**src/design/icache_defs.svh**
```systemverilog
// I-cache fetch subsystem widths
// address split, block size and memory bus tag
`ifndef ICACHE_DEFS_SVH
`define ICACHE_DEFS_SVH

// ------------------------------
// fetch address split
// ------------------------------

// full fetch address
`define ICACHE_ADDR_W		32

// byte offset inside an 8-byte block
`define ICACHE_BLK_OFFSET_W	3

// set index, 32 sets
`define ICACHE_IDX_W		5

// what is left above index and offset
`define ICACHE_TAG_W		24

// ------------------------------
// block and memory bus
// ------------------------------
`define ICACHE_DATA_W		64

// zero means no response or no data
`define MEM_TAG_W			4

`endif

```
**src/design/icache_pkg.sv**
```systemverilog
// shared types for the I-cache fetch subsystem
// bus command, controller state, bus request and cache fill/read structs
`include "icache_defs.svh"

package icache_pkg;

	// ------------------------------
	// enums
	// ------------------------------

	// memory bus command
	typedef enum logic [1:0] {
		BUS_NONE = 2'h0,
		BUS_LOAD = 2'h1
	} bus_cmd_t;

	// miss handling states of the controller
	typedef enum logic [2:0] {
		IDLE  = 3'h0,
		FETCH = 3'h1,
		WAIT  = 3'h2
	} ictrl_state_t;

	// ------------------------------
	// structs
	// ------------------------------

	// one request toward the memory bus
	typedef struct packed {
		bus_cmd_t					cmd;
		logic [`ICACHE_ADDR_W-1:0]	addr;
	} imem_req_t;

	// fill intent of one requester, data joins in the arbiter
	typedef struct packed {
		logic						wr_en;
		logic [`ICACHE_IDX_W-1:0]	idx;
		logic [`ICACHE_TAG_W-1:0]	tag;
	} cache_fill_t;

	// lookup result
	typedef struct packed {
		logic						hit;
		logic [`ICACHE_DATA_W-1:0]	data;
	} cache_rd_t;

endpackage

```
**src/design/icache_mem.sv**
```systemverilog
// direct-mapped instruction cache array
// combinational lookup, block fill on the clock edge
`timescale 1ns/1ns
`include "icache_defs.svh"

module icache_mem
	import icache_pkg::*;
(
	input  logic						clk,
	input  logic						rst,

	// lookup from the controller
	input  logic [`ICACHE_IDX_W-1:0]	rd_idx_i,
	input  logic [`ICACHE_TAG_W-1:0]	rd_tag_i,

	// fill from the arbiter
	input  cache_fill_t					fill_i,
	input  logic [`ICACHE_DATA_W-1:0]	fill_data_i,

	output cache_rd_t					rd_o
);

	localparam int NUM_SETS = 1 << `ICACHE_IDX_W;

	// per set storage
	logic [`ICACHE_TAG_W-1:0]	tag_mem [NUM_SETS];
	logic [`ICACHE_DATA_W-1:0]	data_mem [NUM_SETS];
	logic [NUM_SETS-1:0]		valid_r;

	// ------------------------------
	// lookup
	// ------------------------------

	// hit needs a valid set and a matching tag
	assign rd_o.hit  = valid_r[rd_idx_i] && (tag_mem[rd_idx_i] == rd_tag_i);
	// block goes out regardless, hit qualifies it
	assign rd_o.data = data_mem[rd_idx_i];

	// ------------------------------
	// fill
	// ------------------------------

	// valid bits, all sets empty after reset
	always_ff @(posedge clk) begin
		if (rst) begin
			valid_r <= '0;
		end else if (fill_i.wr_en) begin
			valid_r[fill_i.idx] <= 1'b1;
		end
	end

	// tag and block written together
	always_ff @(posedge clk) begin
		if (fill_i.wr_en) begin
			tag_mem[fill_i.idx]  <= fill_i.tag;
			data_mem[fill_i.idx] <= fill_data_i;
		end
	end

endmodule

```
**src/design/icache_ctrl.sv**
```systemverilog
// I-cache controller
// serves the fetch port, handles misses on the tagged memory bus and drives fills
`timescale 1ns/1ns
`include "icache_defs.svh"

module icache_ctrl
	import icache_pkg::*;
(
	input  logic							clk,
	input  logic							rst,

	// fetch stage
	input  logic [`ICACHE_ADDR_W-1:0]		if_addr_i,
	input  logic							if_req_i,
	// wrong branch prediction
	input  logic							if_flush_i,

	input  cache_rd_t						cache_rd_i,
	input  logic							pfetch_hit_i,

	// memory bus, response tag comes only when granted
	input  logic [`MEM_TAG_W-1:0]			mem_rsp_tag_i,
	input  logic [`MEM_TAG_W-1:0]			mem_data_tag_i,

	output logic							if_vld_o,
	output logic [`ICACHE_DATA_W-1:0]		if_data_o,

	output logic [`ICACHE_IDX_W-1:0]		rd_idx_o,
	output logic [`ICACHE_TAG_W-1:0]		rd_tag_o,
	output cache_fill_t						fill_o,

	output logic [`ICACHE_ADDR_W-1:0]		pfetch_addr_o,
	output logic							pfetch_en_o,

	output imem_req_t						mem_req_o
);

	ictrl_state_t					state_r, state_nxt;

	// outstanding memory tag, zero when none
	logic [`MEM_TAG_W-1:0]			tag_r, tag_nxt;

	logic [`ICACHE_TAG_W-1:0]		addr_tag;
	logic [`ICACHE_IDX_W-1:0]		addr_idx;
	logic							mem_ack;
	logic							data_rdy;

	// ------------------------------
	// address split and lookup
	// ------------------------------
	// offset bits are dropped, block granularity only
	assign {addr_tag, addr_idx} = if_addr_i[`ICACHE_ADDR_W-1:`ICACHE_BLK_OFFSET_W];
	assign rd_tag_o = addr_tag;
	assign rd_idx_o = addr_idx;

	// hit answers in the request cycle
	assign if_vld_o  = if_req_i && cache_rd_i.hit;
	assign if_data_o = cache_rd_i.data;

	// load accepted / our data is on the bus
	assign mem_ack  = (mem_rsp_tag_i != '0);
	assign data_rdy = (tag_r != '0) && (mem_data_tag_i == tag_r);

	// fill the missed set when our tag returns
	assign fill_o.wr_en = (state_r == WAIT) && data_rdy;
	assign fill_o.idx   = addr_idx;
	assign fill_o.tag   = addr_tag;

	// prefetcher follows the fetch stream, held off while we load
	assign pfetch_addr_o = if_addr_i;
	assign pfetch_en_o   = if_req_i && (state_r != FETCH);

	// block aligned load, only in FETCH
	assign mem_req_o.cmd  = (state_r == FETCH) ? BUS_LOAD : BUS_NONE;
	assign mem_req_o.addr = {addr_tag, addr_idx, {`ICACHE_BLK_OFFSET_W{1'b0}}};

	// ------------------------------
	// next state and tag
	// ------------------------------
	always_comb begin
		state_nxt = state_r;
		tag_nxt   = tag_r;
		case (state_r)
			IDLE: begin
				tag_nxt = '0;
				if (!if_flush_i && if_req_i && !cache_rd_i.hit) begin
					// prefetcher already loading this block
					state_nxt = pfetch_hit_i ? WAIT : FETCH;
				end
			end
			FETCH: begin
				if (if_flush_i) begin
					state_nxt = IDLE;
					tag_nxt   = '0;
				end else if (mem_ack) begin
					// keep the tag the memory gave us
					state_nxt = WAIT;
					tag_nxt   = mem_rsp_tag_i;
				end
			end
			WAIT: begin
				if (if_flush_i || data_rdy) begin
					tag_nxt = '0;
				end
				// the filled block shows up as a hit one cycle later
				if (if_flush_i || cache_rd_i.hit) begin
					state_nxt = IDLE;
				end
			end
			default: begin
				state_nxt = IDLE;
				tag_nxt   = '0;
			end
		endcase
	end

	always_ff @(posedge clk) begin
		if (rst) begin
			state_r <= IDLE;
			tag_r   <= '0;
		end else begin
			state_r <= state_nxt;
			tag_r   <= tag_nxt;
		end
	end

endmodule

```
**src/design/icache_prefetch.sv**
```systemverilog
// next-line prefetcher
// keeps one block load in flight and tells the controller when a miss hits it
`timescale 1ns/1ns
`include "icache_defs.svh"

module icache_prefetch
	import icache_pkg::*;
(
	input  logic						clk,
	input  logic						rst,

	// fetch address and enable from the controller
	input  logic [`ICACHE_ADDR_W-1:0]	pfetch_addr_i,
	input  logic						pfetch_en_i,

	input  logic [`MEM_TAG_W-1:0]		mem_rsp_tag_i,
	input  logic [`MEM_TAG_W-1:0]		mem_data_tag_i,

	output imem_req_t					mem_req_o,
	output cache_fill_t					fill_o,
	output logic						pfetch_hit_o
);

	localparam int BLK_W = `ICACHE_ADDR_W - `ICACHE_BLK_OFFSET_W;

	// in flight flag and its memory tag
	logic						busy_r;
	logic [`MEM_TAG_W-1:0]		tag_r;
	// last block loaded, still the in-flight one while busy
	logic [BLK_W-1:0]			blk_r;
	logic						blk_vld_r;

	logic [BLK_W-1:0]			fetch_blk;
	logic [BLK_W-1:0]			nxt_blk;
	logic						issue;
	logic						data_rdy;

	// ------------------------------
	// request
	// ------------------------------
	assign fetch_blk = pfetch_addr_i[`ICACHE_ADDR_W-1:`ICACHE_BLK_OFFSET_W];
	assign nxt_blk   = fetch_blk + 1'b1;

	// one at a time, never the same block twice in a row
	assign issue = pfetch_en_i && !busy_r && !(blk_vld_r && (nxt_blk == blk_r));

	assign mem_req_o.cmd  = issue ? BUS_LOAD : BUS_NONE;
	assign mem_req_o.addr = {nxt_blk, {`ICACHE_BLK_OFFSET_W{1'b0}}};

	// miss on the block we are loading
	assign pfetch_hit_o = busy_r && (fetch_blk == blk_r);

	// ------------------------------
	// fill
	// ------------------------------
	assign data_rdy = busy_r && (mem_data_tag_i == tag_r);

	assign fill_o.wr_en = data_rdy;
	assign {fill_o.tag, fill_o.idx} = blk_r;

	// in-flight tracking
	always_ff @(posedge clk) begin
		if (rst) begin
			busy_r    <= 1'b0;
			tag_r     <= '0;
			blk_vld_r <= 1'b0;
		end else if (data_rdy) begin
			busy_r <= 1'b0;
			tag_r  <= '0;
		end else if (issue && (mem_rsp_tag_i != '0)) begin
			// accepted, tag is ours until the data comes back
			busy_r    <= 1'b1;
			tag_r     <= mem_rsp_tag_i;
			blk_vld_r <= 1'b1;
		end
	end

	// block address of the accepted load
	always_ff @(posedge clk) begin
		if (issue && (mem_rsp_tag_i != '0)) begin
			blk_r <= nxt_blk;
		end
	end

endmodule

```
**src/design/imem_arbiter.sv**
```systemverilog
// memory bus arbiter for controller and prefetcher
// controller first on requests, returned block goes with the matching fill
`timescale 1ns/1ns
`include "icache_defs.svh"

module imem_arbiter
	import icache_pkg::*;
(
	// requesters
	input  imem_req_t					ctrl_req_i,
	input  imem_req_t					pfetch_req_i,
	input  cache_fill_t					ctrl_fill_i,
	input  cache_fill_t					pfetch_fill_i,

	// memory side
	input  logic [`MEM_TAG_W-1:0]		mem_rsp_tag_i,
	input  logic [`ICACHE_DATA_W-1:0]	mem_data_i,
	output imem_req_t					mem_req_o,

	// acceptance back to each requester
	output logic [`MEM_TAG_W-1:0]		ctrl_rsp_tag_o,
	output logic [`MEM_TAG_W-1:0]		pfetch_rsp_tag_o,

	// to the cache
	output cache_fill_t					fill_o,
	output logic [`ICACHE_DATA_W-1:0]	fill_data_o
);

	logic	ctrl_gnt;
	logic	pfetch_gnt;

	// ------------------------------
	// request side
	// ------------------------------
	assign ctrl_gnt   = (ctrl_req_i.cmd == BUS_LOAD);
	assign pfetch_gnt = !ctrl_gnt && (pfetch_req_i.cmd == BUS_LOAD);

	assign mem_req_o = ctrl_gnt ? ctrl_req_i : pfetch_req_i;

	// loser never sees the tag, so it keeps asking
	assign ctrl_rsp_tag_o   = ctrl_gnt ? mem_rsp_tag_i : '0;
	assign pfetch_rsp_tag_o = pfetch_gnt ? mem_rsp_tag_i : '0;

	// ------------------------------
	// fill side
	// ------------------------------
	// tags are unique, so at most one wr_en is high
	assign fill_o      = ctrl_fill_i.wr_en ? ctrl_fill_i : pfetch_fill_i;
	assign fill_data_o = mem_data_i;

endmodule

```
**src/design/icache_top.sv**
```systemverilog
// instruction fetch subsystem top
// cache array, controller, prefetcher and bus arbiter around one memory bus
`timescale 1ns/1ns
`include "icache_defs.svh"

module icache_top
	import icache_pkg::*;
(
	input  logic						clk,
	input  logic						rst,

	// fetch port
	input  logic [`ICACHE_ADDR_W-1:0]	if_addr_i,
	input  logic						if_req_i,
	input  logic						if_flush_i,
	output logic						if_vld_o,
	output logic [`ICACHE_DATA_W-1:0]	if_data_o,

	// tagged memory bus
	output imem_req_t					mem_req_o,
	input  logic [`MEM_TAG_W-1:0]		mem_rsp_tag_i,
	input  logic [`MEM_TAG_W-1:0]		mem_data_tag_i,
	input  logic [`ICACHE_DATA_W-1:0]	mem_data_i
);

	// cache lookup and fill
	logic [`ICACHE_IDX_W-1:0]		rd_idx;
	logic [`ICACHE_TAG_W-1:0]		rd_tag;
	cache_rd_t						cache_rd;
	cache_fill_t					fill;
	logic [`ICACHE_DATA_W-1:0]		fill_data;

	// controller <-> prefetcher
	logic [`ICACHE_ADDR_W-1:0]		pfetch_addr;
	logic							pfetch_en;
	logic							pfetch_hit;

	// per requester bus signals
	imem_req_t						ctrl_req, pfetch_req;
	cache_fill_t					ctrl_fill, pfetch_fill;
	logic [`MEM_TAG_W-1:0]			ctrl_rsp_tag, pfetch_rsp_tag;

	icache_mem u_mem (
		.clk         (clk),
		.rst         (rst),
		.rd_idx_i    (rd_idx),
		.rd_tag_i    (rd_tag),
		.fill_i      (fill),
		.fill_data_i (fill_data),
		.rd_o        (cache_rd)
	);

	icache_ctrl u_ctrl (
		.clk            (clk),
		.rst            (rst),
		.if_addr_i      (if_addr_i),
		.if_req_i       (if_req_i),
		.if_flush_i     (if_flush_i),
		.cache_rd_i     (cache_rd),
		.pfetch_hit_i   (pfetch_hit),
		.mem_rsp_tag_i  (ctrl_rsp_tag),
		.mem_data_tag_i (mem_data_tag_i),
		.if_vld_o       (if_vld_o),
		.if_data_o      (if_data_o),
		.rd_idx_o       (rd_idx),
		.rd_tag_o       (rd_tag),
		.fill_o         (ctrl_fill),
		.pfetch_addr_o  (pfetch_addr),
		.pfetch_en_o    (pfetch_en),
		.mem_req_o      (ctrl_req)
	);

	icache_prefetch u_prefetch (
		.clk            (clk),
		.rst            (rst),
		.pfetch_addr_i  (pfetch_addr),
		.pfetch_en_i    (pfetch_en),
		.mem_rsp_tag_i  (pfetch_rsp_tag),
		.mem_data_tag_i (mem_data_tag_i),
		.mem_req_o      (pfetch_req),
		.fill_o         (pfetch_fill),
		.pfetch_hit_o   (pfetch_hit)
	);

	// shared bus, both requesters see the raw data tag
	imem_arbiter u_arb (
		.ctrl_req_i       (ctrl_req),
		.pfetch_req_i     (pfetch_req),
		.ctrl_fill_i      (ctrl_fill),
		.pfetch_fill_i    (pfetch_fill),
		.mem_rsp_tag_i    (mem_rsp_tag_i),
		.mem_data_i       (mem_data_i),
		.mem_req_o        (mem_req_o),
		.ctrl_rsp_tag_o   (ctrl_rsp_tag),
		.pfetch_rsp_tag_o (pfetch_rsp_tag),
		.fill_o           (fill),
		.fill_data_o      (fill_data)
	);

endmodule

```
**config.mk**
```make
export PLATFORM = sky130hd
export DESIGN_NAME = icache_top
export DESIGN_NICKNAME = d
export VERILOG_FILES = /design/src/design/icache_pkg.sv /design/src/design/icache_mem.sv /design/src/design/icache_ctrl.sv /design/src/design/icache_prefetch.sv /design/src/design/imem_arbiter.sv /design/src/design/icache_top.sv
export VERILOG_INCLUDE_DIRS = /design/src /design/src/design
export SDC_FILE = /design/constraint.sdc
export NUM_CORES = 2
export LEC_CHECK = 0
export ABC_AREA = 1
export ABC_CLOCK_PERIOD_IN_PS = 5550
export CORE_MARGIN = 2
export CORE_UTILIZATION = 30
export DETAILED_ROUTE_END_ITERATION = 16
export DONT_BUFFER_PORTS = 1
export PLACE_DENSITY_LB_ADDON = 0.15
export SETUP_SLACK_MARGIN = 0.4
export SLEW_MARGIN = 20
export SYNTH_ARGS = -nofsm -noshare
export SYNTH_HDL_FRONTEND = slang
export SYNTH_HIERARCHICAL = 1
export SYNTH_SLANG_ARGS = --single-unit
```
**constraint.sdc**
```tcl
create_clock -name clk -period 5.55 [get_ports clk]
set_input_delay 0.2775 -clock clk [delete_from_list [all_inputs] [get_ports clk]]
set_output_delay 0.2775 -clock clk [all_outputs]
set_load 0.02 [all_outputs]
```
; Word level (Yosys, flattened, before mapping)
; Memory sizes are Yosys's and may differ from the RTL's.
; Cells that the tools add are included.
[word_totals]
register_bits = 74
ram_bits = 2816
inputBits = 108
out_inout_bits = 99
wordCells = 81
mem_count = 2
[classes]
add_sub_neg = 1
magnitude_cmp = 3
eq_ne = 14
n_mux = 22
bitwise = 2
reduce_logical = 30
[memory_table]
columns = name, words, width, rd, rd_clocked_by_memory_dff, wr, line
row1 = u_mem.data_mem, 32, 64, 1, 0, 1, icache_mem.sv:27  ; logic [`ICACHE_DATA_W-1:0] data_mem [NUM_SETS];
row2 = u_mem.tag_mem, 32, 24, 1, 0, 1, icache_mem.sv:26  ; logic [`ICACHE_TAG_W-1:0] tag_mem [NUM_SETS];
[op_table]
columns = operator, count
row1 = == test 29 bit, 2
row2 = 2-to-1 mux 33 bit, 1
row3 = OR 32 bit, 1
row4 = 2-to-1 mux 30 bit, 1
row5 = adder 29 x 1 -> 29 bit (second input constant), 1
row6 = == test 24 bit, 1
row7 = 2-to-1 mux 4 bit, 5
row8 = logical AND 1 bit, 15
row9 = less-than comparator 5 x 6 -> 1 bit (second input constant), 2
row10 = 2-to-1 mux 3 bit, 4
row11 = nonzero test 4 bit, 3
row12 = case mux 3 bit (3 select lines), 1
row13 = == test 4 bit, 2
row14 = case mux 4 bit (2 select lines), 1
row15 = 2-to-1 mux 1 bit, 6
row16 = binary-select mux 1 bit (select 5 bit), 1
row17 = demux 1 bit (select 5 bit), 1
row18 = greater-or-equal comparator 5 x 1 -> 1 bit (second input constant), 1
row19 = zero test 1 bit, 5
row20 = != test 2 bit (second input constant), 2
row21 = AND reduction 2 bit, 2
row22 = == test 3 x 1 -> 1 bit (second input constant), 1
row23 = == test 3 x 2 -> 1 bit (second input constant), 1
row24 = zero test 3 bit, 1
row25 = 9 further kinds, 11

; Depth between registers and ports, before layout
[logic_depth]
word_depth = 12
depth_mapped = 28
ltp_nobuf = 26

; Modules after synthesis
; Netlist, hierarchy kept.
[modules_own_cells]
columns = mod, n_inst, cells_each, area_each_um2, seq_area_each_um2
row1 = icache_mem, 1, 8661, 112350.3, 85201.7
row2 = icache_prefetch, 1, 462, 3148.0, 991.0
row3 = icache_ctrl, 1, 273, 1904.3, 120.1
row4 = imem_arbiter, 1, 284, 1361.3, 0.0

; Least setup slack after synthesis
; No wires, ideal clock.
[synth_path]
path_kind = register -> register
start = reg u_ctrl.tag_r[0]
end = mem u_mem/data_mem[14][0] (netlist name), enable pin
setup_time_ns = 0.536
t_arrival_ns = 5.382
required_ns = 5.014
setup_slack_ns = -0.368
path_stages_with_launch = 15
path_buffers = 2
period_less_slack_ns = 5.918
path_cell_list = dfxtp_1 -> inv_2 -> nand2_2 -> nand2_2 -> nor2_2 -> nand3_2 -> nor2_1 -> inv_2 -> buf_2 -> buf_4 -> nand2_1 -> nand2_1 -> nor3_1 -> inv_1 -> nor2_1
[synth_rtl]
columns = element, line
row1 = "start, declared", icache_ctrl.sv:41  ; logic [`MEM_TAG_W-1:0] tag_r, tag_nxt;
row2 = "start signal, assigned", icache_ctrl.sv:123  ; tag_r <= tag_nxt;
row3 = "end, declared", icache_mem.sv:27

==> results.sh <==
export IMPL_rsz0062_at_grt="no"
export IMPL_ant_nets=0
export IMPL_start_util=0.301
export IMPL_postCtsSetupBuffers=0
export IMPL_syn_avg_cell_area_sq_um=12.3
export IMPL_fin_crit_ps=5000
export IMPL_power_density_nw_per_um2=349
export IMPL_synthCells=9677
export IMPL_required_ps=6410
export IMPL_cts_resized_gates=0
export IMPL_seqCellArea_sq_um=86300
export IMPL_cpPeakStageDelay_ps=620
export IMPL_cp_slowest_cell="dlygate4sd3_1"
export IMPL_cts_htree_levels=5
export IMPL_port_buffers=0
export IMPL_wirelength_microns=394000
export IMPL_antenna_found_initial=17
export IMPL_path_buf_inv=7
export IMPL_cp_data_arrival_time_ps=5860
export IMPL_crit_path_frequent_cell="nand2_1"
export IMPL_fmax_ghz=0.200
export IMPL_final_cell_mix="edfxtp_1 (2845), nand2_1 (1507), nor2_1 (1369)"
export IMPL_rr_endpoint="u_mem/data_mem[23][57]"
export IMPL_dr_pass1_iters=8
export IMPL_fin_skew_ps=33.3
export IMPL_finalSetupViolCount=0
export IMPL_hold_end="u_mem/tag_mem[21][14]"
export IMPL_yosys_warnings=6
export IMPL_peakVddDrop_mv=0.244
export IMPL_clock_latency_ps=920
export IMPL_syn_to_final_growth_pct=14.2
export IMPL_place_ws_ps=291
export IMPL_hold_path_class="in -> reg"
export IMPL_drc=0
export IMPL_overflow=0
export IMPL_max_slew_margin_rel=0.233
export IMPL_min_from="if_addr_i[22]"
export IMPL_crit_family="buffers and inverters"
export IMPL_tightest_slew_ps=1150
export IMPL_die_area_sq_um=401000
export IMPL_path_cells="buf_16, buf_16, inv_8, buf_12, nand3_1, nand3_1, nand2_1, nand2_1, nand2_1, nand2_1, nand3_1, nand2_1, nor2_1, nand2_1, nor2_1, nand2_1, nor2_1, buf_4, o31ai_2, dlygate4sd3_1, nand3_1, o21ai_1, dlygate4sd3_1, nor2_1"
export IMPL_finalHoldViolCount=0
export IMPL_cts_root_buf="clkbuf_16"
export IMPL_holdPathStages=2
export IMPL_cts_sinks=2889
export IMPL_cts_clk_slew_worst_paths_ps=70
export IMPL_grtUsageTotal=0.190
export IMPL_grt_pass1_vias=74300
export IMPL_rr_worst_depth=12
export IMPL_maxCapViolCount=0
export IMPL_rows=231
export IMPL_slew_violations=0
export IMPL_place_congestion=0.783
export IMPL_ios=207
export IMPL_power_leakage_nw=44.6
export IMPL_timing_rr_start="u_prefetch/tag_r[1]"
export IMPL_avgRoutedWirePerCell_microns=26.2
export IMPL_worst_slack_ps=547
export IMPL_drt_iter0_markers=6678
export IMPL_nets=9664
export IMPL_cts_buffer_depth=4
export IMPL_grt_start_max_net_pins=716
export IMPL_multi_input_area_sq_um=27000
export IMPL_coreArea_sq_um=395000
export IMPL_critPathKind="in -> reg"
export IMPL_cp_end_kind="register"
export IMPL_start_kind="input port"
export IMPL_reg2reg_slack_ps=1000
export IMPL_layout_commonest_cell="edfxtp_1"
export IMPL_syn_area_sq_um=119000
export IMPL_cts_tree="yes"
export IMPL_finalCritPeriodShare=0.901
export IMPL_vias=77300
export IMPL_n_fill_cell=38500
export IMPL_place_hpwl_microns=188000
export IMPL_worstPathMaxFanout=186
export IMPL_outcome="finished clean"
export IMPL_drive_above_1_share=0.0855
export IMPL_die_w_microns=633
export IMPL_grt_pass1_wl_microns=556000
export IMPL_viasPerCell=5.13
export IMPL_power_total_mw=47.4
export IMPL_fp_dieH_microns=633
export IMPL_cts_made_buffers=317
## flip-flops by register name, indices dropped and copies added (netlist names)
register and cells:
u_mem/valid_r 32, u_prefetch/tag_r 4, u_mem/data_mem 2048, u_ctrl/state_r 2, u_mem/tag_mem 768, u_ctrl/tag_r 4
u_prefetch/blk_vld_r 1, u_prefetch/busy_r 1, u_prefetch/blk_r 29
## layout make-up
cell class                      count  area share
Inverter                          151     0.00450
Multi-Input combinational cell   5760       0.199
Timing Repair Buffer              436      0.0376
Sequential cell                  2889       0.637
Tap cell                         5242      0.0484
Clock inverter                    179      0.0116
Antenna cell                       11    0.000203
Clock buffer                      394      0.0618
## report_power, final
part	internal [mW]	switching (mW)	total [mW]
Clock	11.8	8.78	20.5
Combinational	0.802	2.01	2.81
Sequential	24.0	0.0208	24.0
Total	36.6	10.8	47.4
## worst max-delay path by stage
stage / cells after the start / end / from
after detailed placement: 25 / u_ctrl/state_r[0] / if_addr_i[3]
after floorplan: 14 / u_mem/data_mem[14][0] / u_ctrl/tag_r[0]
final: 24 / u_ctrl/state_r[0] / if_addr_i[4]
after global placement: 24 / u_ctrl/state_r[0] / if_addr_i[3]
after global routing: 27 / u_prefetch/tag_r[3] / if_addr_i[10]
after CTS: 26 / u_ctrl/state_r[0] / if_addr_i[3]
## repair_timing
| item | 4_1_cts | 5_1_grt |
|---|---|---|
| hold endpoints to repair | 2153 | 1248 |
| pin swaps | 0 | 0 |
| cloned | 1 | 3 |
| hold buffers | 156 | 39 |
| setup endpoints to repair | 1 | 3 |
## worst reg2reg max path: stages, from the launching register on
cell,delay [ps]
dfxtp_1,300
inv_1,90
o22ai_1,90
a211oi_1,180
nand2_1,60
dlygate4sd3_1,550
nor4_1,630
or2_2,230
inv_1,70
nor3_1,190
inv_1,330
nor2_4,770
buf_4,630
## stage by stage
stage	hold WS (ps)	setup TNS (ps)	util	std cells	instance area (sq um)
after floorplan	347	-872680	-	9683	119000
after global placement	362	-28.2	0.312	14300	123000
after detailed placement	365	0	0.312	14300	123000
after CTS	4.48	0	0.342	15000	135000
after global routing	113	0	0.343	15100	136000
final	98.7	0	0.343	15100	136000
## layer usage
metal	track usage	wire (microns)	up-vias
met4	0.0442	8840	6
met1	0.254	173000	39900
met3	0.0214	18900	500
met5	0	39	-
met2	0.329	194000	2224
li1	-	-	34600
Power figures use the tool's default switching activity.
